**config.mk**
```make
export PLATFORM = sky130hd
export DESIGN_NAME = blink
export DESIGN_NICKNAME = d
export VERILOG_FILES = /design/src/rtl/mmr_pkg.sv /design/src/rtl/blink.sv
export VERILOG_INCLUDE_DIRS = /design/src /design/src/rtl
export SDC_FILE = /design/constraint.sdc
export NUM_CORES = 1
export LEC_CHECK = 0
export ABC_AREA = 1
export BUFFER_PORTS_ARGS = -buffer_cell sky130_fd_sc_hd__buf_2
export CORE_ASPECT_RATIO = 0.8
export CORE_UTILIZATION = 60
export CTS_BUF_LIST = sky130_fd_sc_hd__clkbuf_8
export CTS_CLUSTER_SIZE = 25
export DETAILED_ROUTE_END_ITERATION = 8
export GPL_ROUTABILITY_DRIVEN = 0
export GPL_TIMING_DRIVEN = 0
export PLACE_DENSITY = 0.82
export SETUP_SLACK_MARGIN = 0.4
export SLEW_MARGIN = 20
export SYNTH_ARGS = -nofsm -noshare
export SYNTH_HDL_FRONTEND = slang
export SYNTH_SLANG_ARGS = --single-unit
```
**constraint.sdc**
```tcl
create_clock -name aclk -period 5.1 [get_ports aclk]
set_clock_uncertainty 0.2 [all_clocks]
set_input_delay 0.765 -clock aclk [delete_from_list [all_inputs] [get_ports aclk]]
set_output_delay 0.765 -clock aclk [all_outputs]
set_load 0.03 [all_outputs]
```
**src/rtl/mmr_macros.svh**
```systemverilog
`ifndef MMR_MACROS_SVH
`define MMR_MACROS_SVH

// Host bus
`define MMR_ADDR_W 16
`define MMR_DATA_W 32

// Device map, index is the address device field
`define MMR_DEV_MEM   0
`define MMR_DEV_QSPI  1
`define MMR_DEV_BLINK 2
`define MMR_DEV_COUNT 3

// Read data for an unmapped device
`define MMR_ERR_DATA 32'hDEAD_BEEF

// Scratch RAM words
`define MMR_MEM_DEPTH 256

// aclk cycles per SCK half period
`define QSPI_DIV 2

`define BLINK_RESET_PERIOD 8

`endif

```
**src/rtl/mmr_pkg.sv**
```systemverilog
`include "mmr_macros.svh"

package mmr_pkg;

    // Register offset inside one device
    typedef logic [11:0] mmr_offset_t;

    // Address word split into device and offset
    typedef struct packed {
        logic [3:0]  dev;
        mmr_offset_t offset;
    } mmr_addr_fields_t;

    // Host sends raw, crossbar looks at the fields
    typedef union packed {
        logic [`MMR_ADDR_W-1:0] raw;
        mmr_addr_fields_t       fields;
    } mmr_addr_u;

endpackage

```
**src/rtl/blink.sv**
```systemverilog
`timescale 1ns/1ps

`include "mmr_macros.svh"

module blink
    import mmr_pkg::*;
(
    input  logic                   aclk,
    input  logic                   rst_n,
    input  logic                   sel,
    input  logic                   write,
    input  mmr_offset_t            offset,
    input  logic [`MMR_DATA_W-1:0] wdata,
    output logic [`MMR_DATA_W-1:0] rdata,
    output logic                   led
);

    logic [`MMR_DATA_W-1:0] period;   // Half period in aclk cycles
    logic [`MMR_DATA_W-1:0] cnt;
    logic                   period_wr;

    assign period_wr = sel && write && (offset == '0);

    always_ff @(posedge aclk) begin
        if (!rst_n) begin
            period <= `MMR_DATA_W'(`BLINK_RESET_PERIOD);
            cnt    <= '0;
            led    <= 1'b0;
        end else if (period_wr) begin
            period <= wdata;
            cnt    <= '0;   // Restart the count
        end else if (period != '0) begin
            if (cnt >= period - 1'b1) begin
                cnt <= '0;
                led <= !led;
            end else begin
                cnt <= cnt + 1'b1;
            end
        end
    end

    always_ff @(posedge aclk) begin
        if (sel) begin
            rdata <= (offset == '0) ? period : '0;
        end
    end

endmodule

```
# Yosys cells after proc, flatten, opt, wreduce, memory -nomap -nowiden
# Index checks and enable logic that the tools add are counted.
dict set report totals {
  elab_cells 17
  ff_bits 97
  inputBits 48
  out_inout_bits 33
}
dict set report classes {
  n_addsub 2
  n_reduce_logical 7
  mux 1
  n_lt_le_gt_ge 1
  bitwise 2
}
# cell count
set ops {}
lappend ops {{32-bit by 1-bit adder with 32-bit output (second input constant)} 1}
lappend ops {{32-bit greater-or-equal comparator} 1}
lappend ops {{32-bit 2-to-1 mux} 1}
lappend ops {{32-bit nonzero test} 1}
lappend ops {{32-bit by 1-bit subtractor with 32-bit output (second input constant)} 1}
lappend ops {{12-bit logical NOT} 1}
lappend ops {{3-bit AND reduction} 1}
lappend ops {{1-bit logical AND} 2}
lappend ops {{1-bit inverter} 2}
lappend ops {{2-bit OR reduction} 1}
lappend ops {{1-bit logical NOT} 1}

# Depth between registers and ports, before layout
# Gate-level depths: netlist of the first run.
dict set report depth {
  depth_word 4
  mapped_depth 24
  depth_no_buf 23
}

# Worst setup path after synthesis of the first run
# OpenSTA, ideal clock, no wires.
dict set report synth_path {
  path_type {register -> register}
  from {register period[0]}
  to {register cnt[27]}
  n_path_buf 1
  period_less_slack_ns 2.986
  setup_slack_ns 2.114
  arrival_ns 2.674
  required_time_ns 4.788
  setup_time_ns 0.112
  stages_incl_launch_ff 22
  path_cell_list {dfxtp_1 > inv_1 > ha_1 > nand2_1 > inv_1 > nand2_1 > inv_2 > nand4_1 > nor2_1 > nand4_1 > xor2_1 > ha_1 > nand2_1 > nor2_1 > nand4_1 > a21oi_1 > nor2_1 > nand2_1 > nand2_2 > nand2_4 > buf_6 > nor2_1}
}
dict set report synth_between {
  elab_chain_cells 3
  elab_cells_between_ends 4
  classes_between {1 x add/sub; 1 x order compare; 1 x mux; 1 x reduce/logical}
}
# item line_no
set synth_rtl {}
lappend synth_rtl {{from (decl)} blink.sv:18} ;# logic [`MMR_DATA_W-1:0] period;
lappend synth_rtl {{from (signal assigned)} blink.sv:26} ;# period <= `MMR_DATA_W'(`BLINK_RESET_PERIOD);
lappend synth_rtl {{from (signal assigned)} blink.sv:30} ;# period <= wdata;
lappend synth_rtl {{32-bit by 1-bit subtractor with 32-bit output} blink.sv:33} ;# if (cnt >= period - 1'b1) begin
lappend synth_rtl {{32-bit greater-or-equal comparator} blink.sv:33}
lappend synth_rtl {{32-bit 2-to-1 mux} blink.sv:33}
lappend synth_rtl {{to (signal assigned)} blink.sv:37} ;# cnt <= cnt + 1'b1;
lappend synth_rtl {{to (decl)} blink.sv:19} ;# logic [`MMR_DATA_W-1:0] cnt;
# Parallel ways exist; a longest one is shown, timed or not.
# A chain may end at the register's enable or synchronous reset.

# Worst setup path after layout of the first run
# Same ends and word-level chain as after synthesis.

==> results of run 1 <==
==> registers in the layout, summed over array words and instances (netlist names) <==
register	flops
cnt	32
period	32
rdata	32
led	1
==> layout by cell type, fill, tap and decap left out, types with 7 or more instances in the layout <==
master      n
clkbuf_1   12
nand4_1    14
a21oi_1    18
nor2_1    180
inv_1      93
nor2_2      7
xor2_1     38
ha_1       35
buf_2      80
clkbuf_8    9
nand2_1   138
nand3_1    34
edfxtp_1   32
dfxtp_1    65
a211oi_1   31
nor3_1     14
==> cells in the mapped netlist (all sizes together) <==
library cell  instances
a21oi                18
o21ai                 3
nor4                  2
o22ai                 1
ha                   35
a31oi                 1
inv                  95
nand3                35
xnor2                 4
xor2                 38
nand2               143
or2                   3
nand4                14
edfxtp               32
a211oi               31
clkbuf               12
o21bai                1
nor3                 16
nor2                190
dfxtp                65
o21a                  1
o211ai                1
a21o                  3
buf                   4
==> per-layer routing <==
| metal | vias up | GRT usage | share of wire |
|---|---|---|---|
| li1 | 2586 | - | - |
| met1 | 2433 | 0.366 | 0.45 |
| met2 | 171 | 0.482 | 0.48 |
| met3 | 14 | 0.0523 | 0.059 |
| met4 | 0 | 0.0670 | 0.0098 |
| met5 | - | 0 | 0 |
==> cell type report <==
class | instances | area (µm²)
fill | 761 | 2750
multi-input combinational | 540 | 2900
timing repair buffer | 80 | 400
clock buffer | 9 | 124
inverter | 95 | 362
tap | 115 | 144
clock inverter | 6 | 45.0
buffer | 16 | 90.1
sequential | 97 | 2260
==> through the flow <==
step | instance area [µm²] | std cells | setup slack [ps] | hold WS, ps
after global placement | 6160 | 943 | 1490 | 283
after floorplan | 5610 | 748 | 2110 | 277
after detailed placement | 6160 | 943 | 1390 | 299
final | 6320 | 958 | 1340 | 321
after global routing | 6320 | 958 | 943 | 368
after CTS | 6320 | 958 | 1380 | 322
==> worst register-to-register path, delay by kind of cell (launching register included) <==
kind                     cells  cell delay [ps]
AND/OR/NAND/NOR             14             1770
buffers and inverters        4              670
adder cells (fa/ha/maj)      2              520
flip-flops                   1              320
XOR/XNOR                     1              190
==> how the worst max path moves through the flow <==
stage,end,slack (ps),cells past startpoint
finish,cnt[27]$_SDFFE_PP0N_,1340,21
global placement,cnt[30]$_SDFFE_PP0N_,1490,21
global route,cnt[30]$_SDFFE_PP0N_,940,21
floorplan,cnt[27]$_SDFFE_PP0N_,2110,21
CTS,cnt[27]$_SDFFE_PP0N_,1380,21
detailed placement,cnt[27]$_SDFFE_PP0N_,1390,21
==> logic make-up after synthesis <==
group | after synthesis
flip-flops | 97
AND/OR/NAND/NOR | 403
adder cells (fa/ha/maj) | 35
XOR/XNOR | 42
buffers and inverters | 111
AO/OA/AOI/OAI | 60
==> power by group <==
group	switching [W]	internal, W	leakage (nW)
registers	0.00000568	0.000807	0.853
clock network	0.000273	0.000176	0.0793
logic	0.0000516	0.0000290	1.91
total	0.000330	0.00101	2.84
==> flow_summary.json, run 1 <==
{
  "maxCapViolCount": 0,
  "viasPerCell": 5.43,
  "vdd_drop_max_v": 0.000207,
  "grt_max_degree": 34,
  "hold_path_depth": 2,
  "slowest_stage": "dfxtp_1",
  "holdPathEnd": "led$_SDFFE_PN0P_",
  "first_pass_iters": 5,
  "postSynthCellCount": 748,
  "ys_warn_count": 0,
  "rsz0062_at_grt": "false",
  "cts-buffers-inserted": 9,
  "drt-wirelength-per-cell_um": 14.1,
  "hold_viol": 0,
  "power_leakage_nw": 2.84,
  "vias": 5204,
  "setup_tns_ps": 0,
  "end_kind": "register",
  "n_antenna_cell": 0,
  "critical_path_buf_inv_count": 4,
  "crit_family": "simple AND/OR/NAND/NOR gates",
  "grt_pass1_wl_mm": 21.0,
  "layout-drive-gt1-share": 0.142,
  "io_pins": 81,
  "crit_path_max_incr_delay_ps": 320,
  "synth-seq-area-share": 0.403,
  "grt_pass1_vias": 4606,
  "synth.area.mux_share": 0,
  "area.growth.synth_to_final_pct": 12.7,
  "fin_util": 0.697,
  "gr-usage-all-layers": 0.280,
  "clock-sinks": 97,
  "worstHoldPathType": "register to register",
  "dieHeight_um": 88.5,
  "ant_nets": 0,
  "r2r-end": "cnt[27]$_SDFFE_PP0N_",
  "setup.worst_path.start": "period[0]$_SDFFE_PN0P_",
  "post_cts_resized": 0,
  "r2r_cells": 21,
  "worstPathCellList": "inv_1, ha_1, nand2_1, inv_1, nand2_1, inv_2, nand4_1, nor2_1, nand4_1, xor2_1, ha_1, nand2_1, nor2_1, nand4_1, nor2_1, nand2_1, nand2_1, nand2_2, nand2_4, buf_6, nor2_1",
  "final_net_count": 922,
  "synth-simple-area-share": 0.302,
  "io_buffers": 80,
  "core_area_mm2": 0.00908,
  "rrSetupSlack_ps": 1340,
  "p_per_area_mw_per_mm2": 212,
  "hpwlAfterDp_mm": 10.7,
  "synth_top_family_by_area": "simple AND/OR/NAND/NOR gates",
  "fin_crit_sh": 0.738,
  "critPathRequiredTime_ps": 5170,
  "critPathArrivalTime_ps": 3830,
  "cts.htree.levels": 3,
  "root_buffer": "clkbuf_8",
  "clock_latency_ps": 370,
  "synth_compound_area_frac": 0.0705,
  "finalCriticalPeriod_ps": 3760,
  "min-delay-start": "led$_SDFFE_PN0P_",
  "worstReg2RegStart": "period[0]$_SDFFE_PN0P_",
  "drc": 0,
  "synth-xor-area-share": 0.0656,
  "setup_viol": 0,
  "yosys.area.top_type": "dfxtp_1",
  "crit_top_cell": "nand2_1",
  "drtIter0Drc": 355,
  "synth_top_area_frac": 0.232,
  "synth_area_per_cell_um2": 7.50,
  "cts_tree": "done",
  "syn_nets": 831,
  "synth_area_mm2": 0.00561,
  "ys_ff_latch": 97,
  "postCtsSetupRepairBufs": 0,
  "drt_wl_total_mm": 13.5,
  "cts_hold_buf": 0,
  "antenna_found_initial": 0,
  "num_rows": 31,
  "synthAdderAreaFrac": 0.0780,
  "dieArea_mm2": 0.00975,
  "criticalPathCategory": "register to register",
  "run_status": "completed",
  "grt-ovfl-total": 0,
  "ys_types": 33,
  "clkTransAtPathRegs_ps": 90,
  "finalPower_w": 0.00134,
  "finalMaxSlewViolations": 0,
  "slew_headroom": 0.506,
  "fp.dieW_um": 110,
  "synthTopCellsByArea": "dfxtp_1 23%, edfxtp_1 17%, nor2_1 12%, nand2_1 9.2%, ha_1 7.8%",
  "cp-start-kind": "register",
  "cts_buffer_depth": 2,
  "tightest_slew_ps": 741,
  "fmax_mhz": 266,
  "start_util": 0.618,
  "crit_fanout": 10
}
Power figures use the tool's default switching activity.
==> inputs of run 2 (changes only) <==
--- a/config.mk
+++ b/config.mk
@@ -6,16 +6,16 @@
 export SDC_FILE = /design/constraint.sdc
 export NUM_CORES = 1
 export LEC_CHECK = 0
-export ABC_AREA = 1
+export ABC_AREA = 0
 export BUFFER_PORTS_ARGS = -buffer_cell sky130_fd_sc_hd__buf_2
 export CORE_ASPECT_RATIO = 0.8
-export CORE_UTILIZATION = 60
+export CORE_UTILIZATION = 53
 export CTS_BUF_LIST = sky130_fd_sc_hd__clkbuf_8
 export CTS_CLUSTER_SIZE = 25
 export DETAILED_ROUTE_END_ITERATION = 8
 export GPL_ROUTABILITY_DRIVEN = 0
 export GPL_TIMING_DRIVEN = 0
-export PLACE_DENSITY = 0.82
+export PLACE_DENSITY = 0.77
 export SETUP_SLACK_MARGIN = 0.4
 export SLEW_MARGIN = 20
 export SYNTH_ARGS = -nofsm -noshare
==> constraint.sdc (replaced) <==
create_clock -name aclk -period 3.3 [get_ports aclk]
set_clock_uncertainty 0.2 [all_clocks]
set_input_delay 0.495 -clock aclk [delete_from_list [all_inputs] [get_ports aclk]]
set_output_delay 0.495 -clock aclk [all_outputs]
set_load 0.03 [all_outputs]
==> flow_summary.json, run 2 <==
{
  "criticalPathCategory": "register to register",
  "fin_util": 0.662,
  "viasPerCell": 5.55,
  "synth_top_area_frac": 0.250,
  "grt_max_degree": 35,
  "cts_hold_buf": 0,
  "clock_latency_ps": 390,
  "drt_wl_total_mm": 12.6,
  "dieArea_mm2": 0.0102,
  "setup_viol": 33,
  "layout_common_cells": "92 x nand2_1, 80 x buf_2, 59 x dfxtp_1",
  "vdd_drop_max_v": 0.000255,
  "vias": 4398,
  "power_leakage_nw": 2.39,
  "drt-wirelength-per-cell_um": 15.9,
  "dpl-instance-area_mm2": 0.00578,
  "yosysMostFrequentCell": "nand2_1",
  "ys_types": 49,
  "largestRegisters": "cnt (32), period (32), rdata (32)",
  "layout-drive-gt1-share": 0.206,
  "violations": "negative setup slack",
  "cts.htree.levels": 3,
  "critPathRequiredTime_ps": 3380,
  "fin_crit_sh": 1.36,
  "ys.flop_type": "dfxtp_1",
  "start_util": 0.560,
  "crit_fanout": 5,
  "clkTransAtPathRegs_ps": 100,
  "worstHoldPathType": "input pin to register",
  "run_status": "finished, violations left",
  "setup.worst_path.start": "period[6]$_SDFFE_PN0P_",
  "final_net_count": 756,
  "synthTopCellsByArea": "dfxtp_1 25%, edfxtp_1 18%, ha_1 8.4%, xnor2_1 7.4%, nand2_1 6.6%",
  "fp.dieW_um": 113,
  "io_pins": 81,
  "worst_hold_slack_ps": 118,
  "io_buffers": 80,
  "grt_pass1_vias": 4238,
  "worstReg2RegStart": "period[6]$_SDFFE_PN0P_",
  "dieHeight_um": 90.7,
  "rsz0062_at_grt": "true",
  "synth_area_per_cell_um2": 9.22,
  "area.growth.synth_to_final_pct": 18.3,
  "cts_tree": "done",
  "final_common_cell": "nand2_1",
  "cp-start-kind": "register",
  "ant_nets": 0,
  "synth_edf_count": 32,
  "first_pass_iters": 4,
  "postSynthCellCount": 565,
  "fmax_mhz": 223,
  "hpwlAfterDp_mm": 9.30,
  "tightest_slew_ps": 1080,
  "fin_ws_ps": -1190,
  "drtIter0Drc": 310,
  "p_per_area_mw_per_mm2": 343,
  "slew_headroom": 0.274,
  "cts-buffers-inserted": 9,
  "synth-async-reset-ratio": 0,
  "synth_common_cells": "92 x nand2_1, 65 x dfxtp_1, 49 x nor2_1, 44 x xnor2_1, 35 x ha_1",
  "cts_buffer_depth": 2,
  "fillers": 752,
  "min-delay-start": "wdata[3]",
  "critPathArrivalTime_ps": 4570,
  "num_rows": 31,
  "root_buffer": "clkbuf_8",
  "grt-ovfl-total": 0,
  "clock-sinks": 97,
  "synth-seq-area-share": 0.434,
  "syn_nets": 648,
  "ys_ff_latch": 97,
  "antenna_found_initial": 0,
  "finalCriticalPeriod_ps": 4490,
  "hold_viol": 0,
  "core_area_mm2": 0.00931,
  "n_antenna_cell": 0,
  "gr-usage-all-layers": 0.260,
  "yosys.area.top_type": "dfxtp_1",
  "drc": 0,
  "synth_area_mm2": 0.00521,
  "maxCapViolCount": 0,
  "stdcell_area_mm2": 0.00616,
  "end_kind": "register",
  "finalMaxSlewViolations": 0,
  "grt_pass1_wl_mm": 20.7,
  "ys_warn_count": 0
}
==> run 2: changes by cell type in the layout (fill, tap and decap cells not counted), moves of 12 or more <==
cell      change
a211oi_1     -31
a21boi_0     +31
and2_1       +32
buf_4        +16
inv_1        -86
nand2_1      -46
nand3_1      -17
nor2_1      -131
nor3_1       +12
nor4_1       +12
xnor2_1      +40
xor2_1       -22
==> run 2: worst max-delay path: stages, from the launching register on <==
cell	delay, ps
dfxtp_4	370
or4_4	560
or3_4	380
or3_4	420
or3b_4	440
nor4_4	150
xnor2_1	120
ha_1	300
nand4_1	180
nor4_4	380
nand4_1	220
a31oi_4	240
a211o_4	220
clkbuf_8	160
nor2_1	50
==> run 2: stage by stage <==
stage / instances / worst slack [ps] / power, W / TNS, ps
finish: 793 / -1190 / 0.00211 / -38670
detailed placement: 760 / -1280 / 0.00142 / -40920
CTS: 783 / -1160 / 0.00213 / -37830
global route: 793 / -1400 / 0.00219 / -45440
global placement: 760 / -1250 / 0.00142 / -40290
floorplan: 565 / -802 / 0.00135 / -25910
==> run 2: kinds of logic (layout without fill, tap and decap cells) <==
logic type | Yosys count | after routing | synth area share
muxes | 1 | 1 | 0.00192
adders and majority gates | 35 | 35 | 0.0840
xor gates and xnor gates | 60 | 60 | 0.101
buffers and inverters | 28 | 141 | 0.0206
DFF | 97 | 97 | 0.434
and+or+nand+nor | 282 | 282 | 0.277
AOI/OAI and AO/OA | 62 | 62 | 0.0819
==> run 2: layout make-up <==
| class | count | area [µm²] | share of cell area |
|---|---|---|---|
| clock inverter | 7 | 52.6 | 0.00853 |
| sequential | 97 | 2280 | 0.369 |
| clock buffer | 9 | 124 | 0.0201 |
| tap | 115 | 144 | 0.0233 |
| inverter | 7 | 26.3 | 0.00426 |
| multi-input combinational | 440 | 2890 | 0.470 |
| buffer | 21 | 111 | 0.0181 |
| timing repair buffer | 97 | 534 | 0.0867 |
==> run 2: repair_timing <==
item                                    in CTS  in global routing
gates cloned                                 1                  0
gates resized for setup                     12                  8
pin swaps                                   15                  7
buffers inserted                             6                 10
endpoints found under the setup margin      33                 33
==> run 2: final timing paths <==
kind	to	slack, ps	depth (start not counted)
worst max-delay path	cnt[28]$_SDFFE_PP0N_	-1190	14
worst max register to register	cnt[28]$_SDFFE_PP0N_	-1190	14
worst min register to register	led$_SDFFE_PN0P_	280	2
worst min-delay path	period[3]$_SDFFE_PN1P_	120	3
==> run 2: layer usage <==
metal	vias up	track usage	wire [µm]
li1	2195	-	-
met1	2064	0.349	5930
met2	121	0.421	5840
met3	18	0.0544	620
met4	0	0.0779	180
met5	-	0	0
==> run 2: power by group <==
part           internal, W  switching (W)  total [W]
clock             0.000279       0.000439   0.000718
sequential         0.00124     0.00000736    0.00125
combinational    0.0000548      0.0000905   0.000145
total              0.00158       0.000537    0.00211
