==> config.mk <==
export PLATFORM = sky130hd
export DESIGN_NAME = mmr_crossbar
export DESIGN_NICKNAME = d
export VERILOG_FILES = /design/src/rtl/mmr_pkg.sv /design/src/rtl/mmr_crossbar.sv
export VERILOG_INCLUDE_DIRS = /design/src /design/src/rtl
export SDC_FILE = /design/constraint.sdc
export NUM_CORES = 1
export LEC_CHECK = 0
export CAP_MARGIN = 20
export CORE_AREA = 2 2 91 93
export DETAILED_ROUTE_END_ITERATION = 10
export DIE_AREA = 0 0 93 95
export DONT_BUFFER_PORTS = 1
export PLACE_DENSITY_LB_ADDON = 0.12
export SYNTH_ARGS = -nofsm -noshare
export SYNTH_HDL_FRONTEND = slang
export SYNTH_SLANG_ARGS = --single-unit
export TNS_END_PERCENT = 10
==> constraint.sdc <==
create_clock -name aclk -period 6 [get_ports aclk]
set_input_delay 0.3 -clock aclk [delete_from_list [all_inputs] [get_ports aclk]]
set_output_delay 0.3 -clock aclk [all_outputs]
set_load 0.005 [all_outputs]
==> src/rtl/mmr_macros.svh <==
`ifndef MMR_MACROS_SVH
`define MMR_MACROS_SVH

// Host bus
`define MMR_ADDR_W 16
`define MMR_DATA_W 32

// Device map, index is the address device field
`define MMR_DEV_MEM   0
`define MMR_DEV_QSPI  1
`define MMR_DEV_BLINK 2
`define MMR_DEV_COUNT 3

// Read data for an unmapped device
`define MMR_ERR_DATA 32'hDEAD_BEEF

// Scratch RAM words
`define MMR_MEM_DEPTH 256

// aclk cycles per SCK half period
`define QSPI_DIV 2

`define BLINK_RESET_PERIOD 8

`endif

==> src/rtl/mmr_pkg.sv <==
`include "mmr_macros.svh"

package mmr_pkg;

    // Register offset inside one device
    typedef logic [11:0] mmr_offset_t;

    // Address word split into device and offset
    typedef struct packed {
        logic [3:0]  dev;
        mmr_offset_t offset;
    } mmr_addr_fields_t;

    // Host sends raw, crossbar looks at the fields
    typedef union packed {
        logic [`MMR_ADDR_W-1:0] raw;
        mmr_addr_fields_t       fields;
    } mmr_addr_u;

endpackage

==> src/rtl/mmr_crossbar.sv <==
`timescale 1ns/1ps

`include "mmr_macros.svh"

module mmr_crossbar
    import mmr_pkg::*;
(
    input  logic                      aclk,
    input  logic                      rst_n,
    input  logic                      req_valid,
    input  logic                      req_write,
    input  mmr_addr_u                 req_addr,
    input  logic [`MMR_DATA_W-1:0]    req_wdata,
    output logic                      req_ready,
    output logic                      resp_valid,
    output logic [`MMR_DATA_W-1:0]    resp_rdata,
    output logic                      resp_err,
    output logic [`MMR_DEV_COUNT-1:0] dev_sel,
    output logic                      dev_write,
    output mmr_offset_t               dev_offset,
    output logic [`MMR_DATA_W-1:0]    dev_wdata,
    input  logic [`MMR_DATA_W-1:0]    mem_rdata,
    input  logic [`MMR_DATA_W-1:0]    qspi_rdata,
    input  logic [`MMR_DATA_W-1:0]    blink_rdata
);

    localparam logic [1:0] ST_IDLE = 2'd0;
    localparam logic [1:0] ST_SEL  = 2'd1;
    localparam logic [1:0] ST_RESP = 2'd2;

    logic [1:0]                state;
    mmr_addr_u                 addr_q;   // Address of the request in flight
    logic [`MMR_DEV_COUNT-1:0] sel_dec;
    logic                      accept;
    logic                      unmapped;

    assign req_ready = (state == ST_IDLE);
    assign accept    = req_valid && req_ready;

    // One-hot device decode, all zero past the last device
    always_comb begin
        sel_dec = '0;
        for (int i = 0; i < `MMR_DEV_COUNT; i++) begin
            sel_dec[i] = (req_addr.fields.dev == 4'(i));
        end
    end

    always_ff @(posedge aclk) begin
        if (!rst_n) begin
            state <= ST_IDLE;
        end else begin
            case (state)
                ST_IDLE: begin
                    if (accept) begin
                        state <= ST_SEL;
                    end
                end
                ST_SEL:  state <= ST_RESP;   // Device registers its rdata here
                default: state <= ST_IDLE;
            endcase
        end
    end

    always_ff @(posedge aclk) begin
        if (!rst_n) begin
            dev_sel <= '0;
        end else begin
            dev_sel <= accept ? sel_dec : '0;   // Single-cycle pulse
        end
    end

    always_ff @(posedge aclk) begin
        if (accept) begin
            addr_q    <= req_addr;
            dev_write <= req_write;
            dev_wdata <= req_wdata;
        end
    end

    assign dev_offset = addr_q.fields.offset;

    assign unmapped   = (addr_q.fields.dev >= 4'(`MMR_DEV_COUNT));
    assign resp_valid = (state == ST_RESP);
    assign resp_err   = resp_valid && unmapped;

    // Read data mux on the latched device field
    always_comb begin
        case (addr_q.fields.dev)
            4'(`MMR_DEV_MEM):   resp_rdata = mem_rdata;
            4'(`MMR_DEV_QSPI):  resp_rdata = qspi_rdata;
            4'(`MMR_DEV_BLINK): resp_rdata = blink_rdata;
            default:            resp_rdata = `MMR_ERR_DATA;
        endcase
    end

endmodule

=== Yosys cells after proc, flatten, opt, wreduce, memory -nomap -nowiden ===
Cells that the tools add are included.

* Output and inout port bits: 83
* Flip-flop bits (word level): 54
* Logic and storage cells: 22
* Input port bits: 148

* Reductions and logical operators: 6
* Eq/ne operators: 7
* Magnitude comparators: 1
* Multiplexer cells: 3

{| class="wikitable"
|+ Operator list
! kind !! number
|-
| 32-bit case mux with 3 select lines || 1
|-
| 4-bit by 1-bit equality test with 1-bit output (second input constant) || 2
|-
| 4-bit by 2-bit equality test with 1-bit output (second input constant) || 2
|-
| 4-bit logical NOT || 2
|-
| 4-bit by 2-bit greater-or-equal comparator with 1-bit output (second input constant) || 1
|-
| 2-bit case mux with 2 select lines || 1
|-
| 2-bit by 1-bit equality test with 1-bit output (second input constant) || 1
|-
| 2-bit equality test (second input constant) || 1
|-
| 1-bit logical AND || 2
|-
| 2-bit logical NOT || 1
|-
| 2-bit two-way mux || 1
|-
| 2-bit by 1-bit != test with 1-bit output (second input constant) || 1
|-
| 2-bit AND reduction || 1
|}

=== Depth between registers and ports, before layout ===
Gate-level depths: netlist of run 1.

* Word-level depth: 4
* Mapped depth: 6
* Gate-level depth less buffers: 3

=== Least setup slack after synthesis of run 1 ===
OpenSTA, ideal clock, no wires.

* Kind: register to register
* Start: register state[1]
* End: register dev_sel[2]
* Path buffers: 0
* Stages on the path, launching flop included: 4
* Data required time: 5.896 ns
* Setup time: 0.104 ns
* Slack: 1.035 ns
* Arrival: 4.861 ns
* Period minus slack after synthesis: 4.965 ns
* Cells stage by stage: dfxtp_1 -> nor3b_1 -> nand2_1 -> nor4b_1

* Word-level cells in the longest chain between the ends: 3

{| class="wikitable"
|+ RTL lines
! item !! RTL line !! text
|-
| start: declaration || mmr_crossbar.sv:31 || <nowiki>logic [1:0] state;</nowiki>
|-
| start signal: assignment || mmr_crossbar.sv:50 || <nowiki>state <= ST_IDLE;</nowiki>
|-
| start signal: assignment || mmr_crossbar.sv:55 || <nowiki>state <= ST_SEL;</nowiki>
|-
| start signal: assignment || mmr_crossbar.sv:58 || <nowiki>ST_SEL: state <= ST_RESP;</nowiki>
|-
| 2-bit logical NOT || mmr_crossbar.sv:37 || <nowiki>assign req_ready = (state == ST_IDLE);</nowiki>
|-
| 1-bit logical AND || mmr_crossbar.sv:38 || <nowiki>assign accept = req_valid && req_ready;</nowiki>
|-
| named net accept || mmr_crossbar.sv:34 || <nowiki>logic accept;</nowiki>
|-
| 2-bit AND reduction (no source line) || - ||
|-
| end signal: assignment || mmr_crossbar.sv:68 || <nowiki>dev_sel <= accept ? sel_dec : '0;</nowiki>
|-
| end: declaration || mmr_crossbar.sv:18 || <nowiki>output logic [`MMR_DEV_COUNT-1:0] dev_sel,</nowiki>
|}

The timed path passes the listed nets, and every way through them passes these cells.
A chain may end at the register's enable or synchronous reset.

=== Worst setup path after layout of run 1 ===
* Start: register addr_q[12] in the netlist's numbering
* End: output port resp_rdata[2]

* Word-level cells in the longest chain between the ends: 2
* Elaborated cells between the ends (all ways): 4
* Those cells by class: 2 x eq/ne; 1 x mux; 1 x reduce/logical

{| class="wikitable"
|+ RTL lines
! item !! RTL line !! text
|-
| start: declaration || mmr_crossbar.sv:32 || <nowiki>mmr_addr_u addr_q;</nowiki>
|-
| start signal: assignment || mmr_crossbar.sv:74 || <nowiki>addr_q <= req_addr;</nowiki>
|-
| 4-bit by 2-bit equality test with 1-bit output (tied with other cells) || mmr_crossbar.sv:88 || <nowiki>case (addr_q.fields.dev)</nowiki>
|-
| 32-bit case mux with 3 select lines * || mmr_crossbar.sv:88 ||
|-
| end: declaration || mmr_crossbar.sv:16 || <nowiki>output logic [`MMR_DATA_W-1:0] resp_rdata,</nowiki>
|}

Every way passes the cells marked *; elsewhere a longest branch is shown, timed or not.

==> results.md, run 1 <==
| Stage | Parameter | Value |
|:---|:---|:---|
| layout | Antenna diode instance count | 0 |
| placed design | Gp weighted congestion | 0.794 |
| logic synthesis | Synthesized netlist net count | 348 |
| logic synthesis | Post-Synthesis Cell Area | 2530 µm² |
| route | Count of TritonRoute iterations in the first routing pass | 4 |
| sta | Final critical delay including setup and external delays | 2630 ps |
| logic synthesis | Xor-xnor portion of the synthesized cell area | 0% |
| critical path | Cell class contributing the biggest share of worst-path delay | simple AND/OR/NAND/NOR gates |
| logic synthesis | Compound-cell area share of the yosys netlist | 9.69% |
| global route | GRT overflow | 0 |
| critical path | Total buffers and inverters traversed by the critical path | 0 |
| sta | F_max | 380 MHz |
| sta | RSZ-0062 raised after global routing | no |
| run | Max Cap Viol | 0 |
| route | Post-detailed-route count of antenna-violating nets | 0 |
| logic synthesis | Post-synthesis simple-gate area fraction | 11.8% |
| logic synthesis | Post-synthesis mux area share | 9.50% |
| placed design | Placed cell count | 283 |
| logic synthesis | Sequential share of the synthesized area | 62.1% |
| sta | Relative slew margins | 32.7% |
| logic synthesis | Cell variety after synth | 21 |
| layout | Area growth syn-to-layout | 3.21% |
| clocking | Maximum count of clock buffers along a single path | 2 |
| route | Vias per Instance | 5.11 |
| sta | Setup TNS Final | 0 ps |
| route | Routed via count | 1487 |
| sta | Hold Vio Cnt, Final | 0 |
| clocking | Clock input transition at the sequential cells of the worst setup and hold paths | 90 ps |
| sta | Worst Tran Pin Value | 1010 ps |
| clocking | Source-to-sink clock delay at the later pin of the worst-skew pair | 300 ps |
| clocking | TritonCTS clock tree | yes |
| logic synthesis | Synth Area per Inst | 12.6 µm² |
| min path | Class of the tightest hold or removal check | in2reg |
| clocking | Clock buffers created by TritonCTS | 5 |
| logic synthesis | Number of synthesized register bits | 54 |
| floorplan | Die span in x | 93 µm |
| layout | Fraction of layout cells with a size suffix above 1 | 12.4% |
| sta | Setup violations, final | 0 |
| power | Maximum vdd drop | 0.155 mV |
| sta | Worst hold-check slack | 76.2 ps |
| floorplan | Die height | 95 µm |
| clocking | Post-cts sizing count | 0 |
| power | PD cells | 269 nW/µm² |
| sta | Final setup skew | 6.04 ps |
| critical path | Sequence of cells on the critical path | or4b_1, nor2_1, a21oi_1 |
| floorplan | Number of placement rows | 33 |
| sta | Post-route fraction of the period consumed by the critical path | 43.9% |
| layout | Layout Nets | 333 |
| clocking | Deepest level of the CTS H-tree | 2 |
| clocking | # hold bufs at CTS | 0 |
| layout | Core Util, Final | 32.9% |
| placed design | Count of input and output buffers | 0 |
| sta | Total count of max-transition violations in the final report | 0 |
| clocking | Sink Count | 54 |
| critical path | CP endpoint kind | primary output |
| layout | Total of fill cells in the finished design | 824 |
| logic synthesis | Post-synthesis adder-cell area fraction | 0% |
| critical path | Worst Setup Path Type | reg2out |
| logic synthesis | Combinational family with the most area after synthesis | simple AND/OR/NAND/NOR gates |
| power | Leakage dissipation | 0.879 nW |
| floorplan | I/O pins | 231 |
| critical path | Critical Path Source Type | register |
| global route | Gr usage total | 13.6% |
| floorplan | Starting density of the core | 31.9% |
| clocking | Post-CTS repair timing setup buffer count | 0 |
| logic synthesis | Number of warning messages in the yosys log | 0 |
| placed design | DPL Wire Length | 5440 µm |
| global route | First-pass GRT wire length | 8840 µm |
| global route | Maximum number of pins on one net before global-route repair | 51 |
| route | Violation count after the first detailed-routing iteration | 82 |
| route | Final wirelength | 6570 µm |
| global route | Via count of the first global-routing pass | 1499 |
| status | Outcome | finished, final reports clean |
| global route | Number of antenna violations at the first check in global routing | 0 |
| floorplan | Area inside the core boundary | 7930 µm² |
| critical path | Slowest cell on crit path | or4b_1 |
| floorplan | DIE AREA | 8840 µm² |
| logic synthesis | Post-Synthesis Cells | 200 |
| critical path | Delay contributed by the slowest stage of the critical path | 940 ps |
| critical path | Critical Path AT | 2330 ps |
| critical path | Worst-path maximum fanout | 24 |
| layout | Final instance count without filler cells | 291 |
| route | Remaining routing DRC violations | 0 |
| critical path | Critical path required time | 5700 ps |
| route | Routed len/inst | 22.6 µm |
| clocking | CTS root buffer | clkbuf_8 |
==> state kept, by name (all words and copies together), names as in the netlist <==
register	flops
dev_write	1
dev_wdata	32
state	2
dev_sel	3
addr_q	16
==> final timing paths <==
| check | from | end | slack [ps] | depth (start not counted) |
|---|---|---|---|---|
| worst max-delay path | addr_q[12] | resp_rdata[2] | 3370 | 3 |
| worst min-delay path | req_addr[13] | dev_sel[0] | 80 | 1 |
| worst max register to register | state[1] | dev_sel[2] | 4370 | 4 |
| worst min register to register | state[1] | state[1] | 470 | 1 |
==> routing by layer <==
layer	wire length (µm)	track usage [%]
met5	0	0
met4	80	4.04
met3	872	6.94
met1	2070	12.6
met2	3550	25.9
==> power breakdown <==
group	leakage, nW	internal, mW	switching [mW]	total, mW
Clock	0.0441	0.0820	0.108	0.190
Sequential	0.510	0.438	0.0140	0.452
Combinational	0.325	0.0208	0.0382	0.0591
Total	0.879	0.541	0.160	0.701
==> synthesized netlist by cell type <==
cell type	count	area (µm²)
or4b_1	1	10.0
buf_6	2	22.5
or2_2	1	6.26
nor2_2	10	62.6
a21oi_1	25	125
nor2b_1	10	62.6
nor4b_1	1	8.76
buf_2	8	40.0
mux2i_1	24	240
buf_4	13	97.6
a211oi_1	16	120
nor3b_1	1	7.51
clkbuf_1	2	7.51
nor2_1	17	63.8
inv_1	2	7.51
edfxtp_1	49	1470
nor4_1	2	12.5
or2_1	1	6.26
nand2_1	2	7.51
dfxtp_1	5	100
nand2b_1	8	50.1
==> cells in the final DEF (no fill, tap or decap) <==
cell        synthesis  layout
a211oi_1           16      16
a21oi_1            25      25
buf_4              13       3
clkbuf_8            0       5
clkinv_2            0       1
clkinv_4            0       1
clkinvlp_4          0       1
dfxtp_1             5       5
edfxtp_1           49      49
inv_1               2       2
mux2i_1            24      24
nand2_1             2       2
nand2b_1            8       8
nor2_1             17      17
nor2_2             10      10
nor2b_1            10      10
nor3b_2             0       1
nor4_1              2       2
nor4b_1             1       1
or2_1               1       1
or2_2               1       1
or4b_1              1       1
==> kinds of logic after synthesis <==
| logic type | after synthesis |
|---|---|
| buffers and inverters | 27 |
| AO/OA/AOI/OAI | 41 |
| multiplexers | 24 |
| flip-flops | 54 |
| AND/OR/NAND/NOR | 54 |
==> layout make-up <==
type | count | area, µm² | share of cell area [%]
Clock buffer | 5 | 68.8 | 2.64
Tap cell | 105 | 131 | 5.03
Clock inverter | 3 | 21.3 | 0.815
Inverter | 2 | 7.51 | 0.287
Sequential cell | 54 | 1570 | 60.2
Multi-Input combinational cell | 119 | 788 | 30.2
Timing Repair Buffer | 3 | 22.5 | 0.862
==> stage by stage <==
step           worst slack, ps  total power, mW  area [µm²]
6_report                  3370            0.701        2610
5_1_grt                   3130            0.738        2610
4_1_cts                   3350            0.712        2610
3_5_place_dp              3680            0.521        2520
3_3_place_gp              3770            0.520        2520
2_1_floorplan             1040            0.514        2530
Power figures use the tool's default switching activity.
==> inputs of run 2 (changes only) <==
- ABC_AREA: not set -> 1
- CORE_AREA: 2 2 91 93 -> 2 2 89 91
- DIE_AREA: 0 0 93 95 -> 0 0 91 93
- clock period: 6 -> 2.3 ns (I/O delays scaled with it)
==> results.md, run 2 <==
| Stage | Parameter | Value |
|:---|:---|:---|
| status | Outcome | finished, final reports clean |
| layout | Register containing the most flip-flops in the final layout | dev_wdata |
| layout | Layout Nets | 431 |
| clocking | Clock buffers created by TritonCTS | 5 |
| sta | Total count of max-transition violations in the final report | 0 |
| power | Power Internal | 1.57 mW |
| logic synthesis | Post-Synthesis Cell Area | 2540 µm² |
| critical path | Worst Setup Path Type | reg2out |
| power | Net Sw Power | 0.466 mW |
| sta | Worst Tran Pin Value | 600 ps |
| critical path | Critical path required time | 2180 ps |
| logic synthesis | Cell variety after synth | 15 |
| layout | Final instance count without filler cells | 386 |
| route | Vias per Instance | 5.35 |
| layout | Total of fill cells in the finished design | 724 |
| global route | GRT overflow | 0 |
| critical path | CP endpoint kind | primary output |
| layout | Sequential cell area in the final layout | 1570 µm² |
| layout | Antenna diode instance count | 0 |
| critical path | Critical Path Source Type | register |
| logic synthesis | Post-synth EDFFs | 49 |
| placed design | Placed cell count | 326 |
| logic synthesis | Synth Area per Inst | 10.3 µm² |
| global route | Number of antenna violations at the first check in global routing | 0 |
| route | Routed via count | 2067 |
| floorplan | Number of placement rows | 32 |
| logic synthesis | Sequential share of the synthesized area | 61.8% |
| logic synthesis | Synthesized netlist net count | 395 |
| layout | Multi-input logic area | 768 µm² |
| run | Max Cap Viol | 0 |
| clocking | Maximum count of clock buffers along a single path | 2 |
| power | Maximum vdd drop | 0.422 mV |
| critical path | Slowest cell on crit path | buf_4 |
| logic synthesis | Proportion of register bits with asynchronous set or reset after synthesis | 0% |
| sta | Final critical delay including setup and external delays | 1880 ps |
| placed design | Gp weighted congestion | 0.664 |
| clocking | Post-CTS repair timing setup buffer count | 0 |
| critical path | Worst-path maximum fanout | 66 |
| critical path | Critical Path AT | 1770 ps |
| min path | Hold_sp | req_addr[14] |
| route | Final wirelength | 7490 µm |
| logic synthesis | Top cell type by total area after synthesis | edfxtp_1 |
| logic synthesis | Cell with the most instances after synthesis | nand3_1 |
| sta | Final setup skew | 5.11 ps |
| critical path | Delay contributed by the slowest stage of the critical path | 490 ps |
| clocking | TritonCTS clock tree | yes |
| floorplan | Die span in x | 91 µm |
| global route | Gr usage total | 16.0% |
| layout | Max reg flops | 32 |
| clocking | Deepest level of the CTS H-tree | 2 |
| route | Violation count after the first detailed-routing iteration | 80 |
| route | Count of TritonRoute iterations in the first routing pass | 4 |
| floorplan | Starting density of the core | 33.8% |
| floorplan | I/O pins | 231 |
| sta | RSZ-0062 raised after global routing | no |
| logic synthesis | Top cells by instance count after synthesis | nand3_1 (97), edfxtp_1 (49), a21oi_1 (22), nand2_1 (20), buf_4 (16) |
| logic synthesis | Number of warning messages in the yosys log | 0 |
| clocking | CTS root buffer | clkbuf_8 |
| power | Combinational group share of total power | 11.7% |
| sta | F_max | 531 MHz |
| layout | Registers with the most flip-flops | dev_wdata x32, addr_q x16, dev_sel x3 |
| placed design | Worst slack, placed | 715 ps |
| power | Pwr Total | 2.03 mW |
| route | Post-detailed-route count of antenna-violating nets | 0 |
| route | Routed len/inst | 19.4 µm |
| clocking | Sink Count | 54 |
| global route | Maximum number of pins on one net before global-route repair | 67 |
| power | Leakage dissipation | 1.08 nW |
| critical path | Origin of the critical flop-to-flop path | state[0] |
| logic synthesis | Yosys top cell area share | 57.8% |
| placed design | Count of input and output buffers | 0 |
| layout | Area growth syn-to-layout | 25.2% |
| logic synthesis | Post-Synthesis Cells | 247 |
| layout | Leading cell type in the layout, fill and taps excluded | nand3_1 |
| logic synthesis | Top post-synthesis cells by area | edfxtp_1 (58%), nand3_1 (19%), buf_4 (4.7%), a21oi_1 (4.3%), dfxtp_1 (3.9%) |
| sta | Post-route fraction of the period consumed by the critical path | 81.9% |
| power | Sw Share | 23.0% |
| logic synthesis | Number of synthesized register bits | 54 |
| placed design | DPL Wire Length | 5360 µm |
| sta | Setup TNS Final | 0 ps |
| power | Relative contribution of the clock network to total power | 30.2% |
| sta | Setup violations, final | 0 |
| global route | First-pass GRT wire length | 10100 µm |
| power | PD cells | 638 nW/µm² |
| sta | Hold Vio Cnt, Final | 0 |
| floorplan | Die height | 93 µm |
| route | Remaining routing DRC violations | 0 |
| floorplan | DIE AREA | 8460 µm² |
| floorplan | Area inside the core boundary | 7530 µm² |
| power | Sequential fraction of design power | 58.1% |
| critical path | CP Launch Point | addr_q[15] |
| critical path | Sequence of cells on the critical path | nor2_4, buf_4, nand3_1, nand3_1 |
| min path | Class of the tightest hold or removal check | in2reg |
| clocking | Source-to-sink clock delay at the later pin of the worst-skew pair | 300 ps |
| layout | Fraction of layout cells with a size suffix above 1 | 7.39% |
| sta | Relative slew margins | 60.0% |
| sta | Smallest setup slack after layout | 416 ps |
| layout | Top library cells by usage in the layout, fill and taps aside | nand3_1 (97), dlygate4sd3_1 (52), edfxtp_1 (49) |
| critical path | Cell occurring most often along the worst timing path | nand3_1 |
| logic synthesis | Most instantiated flip-flop cell in the synthesis netlist | edfxtp_1 |
| clocking | Clock input transition at the sequential cells of the worst setup and hold paths | 90 ps |
| global route | Via count of the first global-routing pass | 1886 |
==> run 2: per-stage QoR <==
step                instance area, µm²  util, %  hold slack, ps
floorplan                         2560        -             193
global placement                  2550     33.9             201
detailed placement                2550     33.9             202
CTS                               3190     42.3            7.99
global route                      3190     42.3            17.8
finish                            3190     42.3            14.0
==> run 2: area by class of cell <==
| type | instances | share of cell area, % |
|---|---|---|
| repair buffers | 58 | 17.8 |
| multi-input cells | 153 | 24.1 |
| clock inverters | 3 | 1.34 |
| clock buffers | 5 | 2.16 |
| flip-flops and latches | 54 | 49.3 |
| well taps | 102 | 4.01 |
| inverters | 11 | 1.30 |
==> run 2: worst paths after layout <==
path | slack [ps] | cells after the start | to
worst max-delay path | 420 | 4 | resp_rdata[8]
worst min-delay path | 10 | 3 | dev_sel[1]
worst max register to register | 800 | 4 | dev_sel[0]
worst min register to register | 500 | 1 | state[1]
==> run 2: kinds of logic (layout without fill, tap and decap cells) <==
| group | count (synthesis) | count (layout) | synth area share (%) |
|---|---|---|---|
| AO/OA/AOI/OAI | 22 | 22 | 4.33 |
| AND/OR/NAND/NOR | 131 | 131 | 25.1 |
| buffers and inverters | 40 | 77 | 8.80 |
| flip-flops | 54 | 54 | 61.8 |
==> run 2: timing repair <==
| action | CTS | global route |
|---|---|---|
| hold buffers | 52 | 0 |
| resized for setup | 0 | 0 |
| hold endpoints to repair | 53 | 0 |
| endpoints found under the setup margin | 0 | 0 |
==> run 2: power by group through the flow <==
| stage | Clock [mW] | Combinational [mW] | Sequential, mW |
|---|---|---|---|
| global placement | 0 | 0.169 | 1.20 |
| global route | 0.670 | 0.260 | 1.19 |
| CTS | 0.631 | 0.239 | 1.18 |
| finish | 0.614 | 0.237 | 1.18 |
| floorplan | 0 | 0.152 | 1.19 |
| detailed placement | 0 | 0.169 | 1.20 |
==> run 2: per-layer routing <==
layer / track usage, % / routed length [µm] / part of all wire, % / vias to the layer above
met2: 27.8 / 3820 / 51 / 154
met5: 0 / 0 / 0 / -
met3: 6.85 / 892 / 12 / 16
met1: 16.8 / 2560 / 34 / 949
li1: - / - / - / 948
met4: 7.20 / 222 / 3.0 / 0
==> run 2: worst max-delay path: cells and delay by family (launching register included) <==
kind	cells	cell delay, ps
and+or+nand+nor	3	520
buffers and inverters	1	490
DFF	1	420
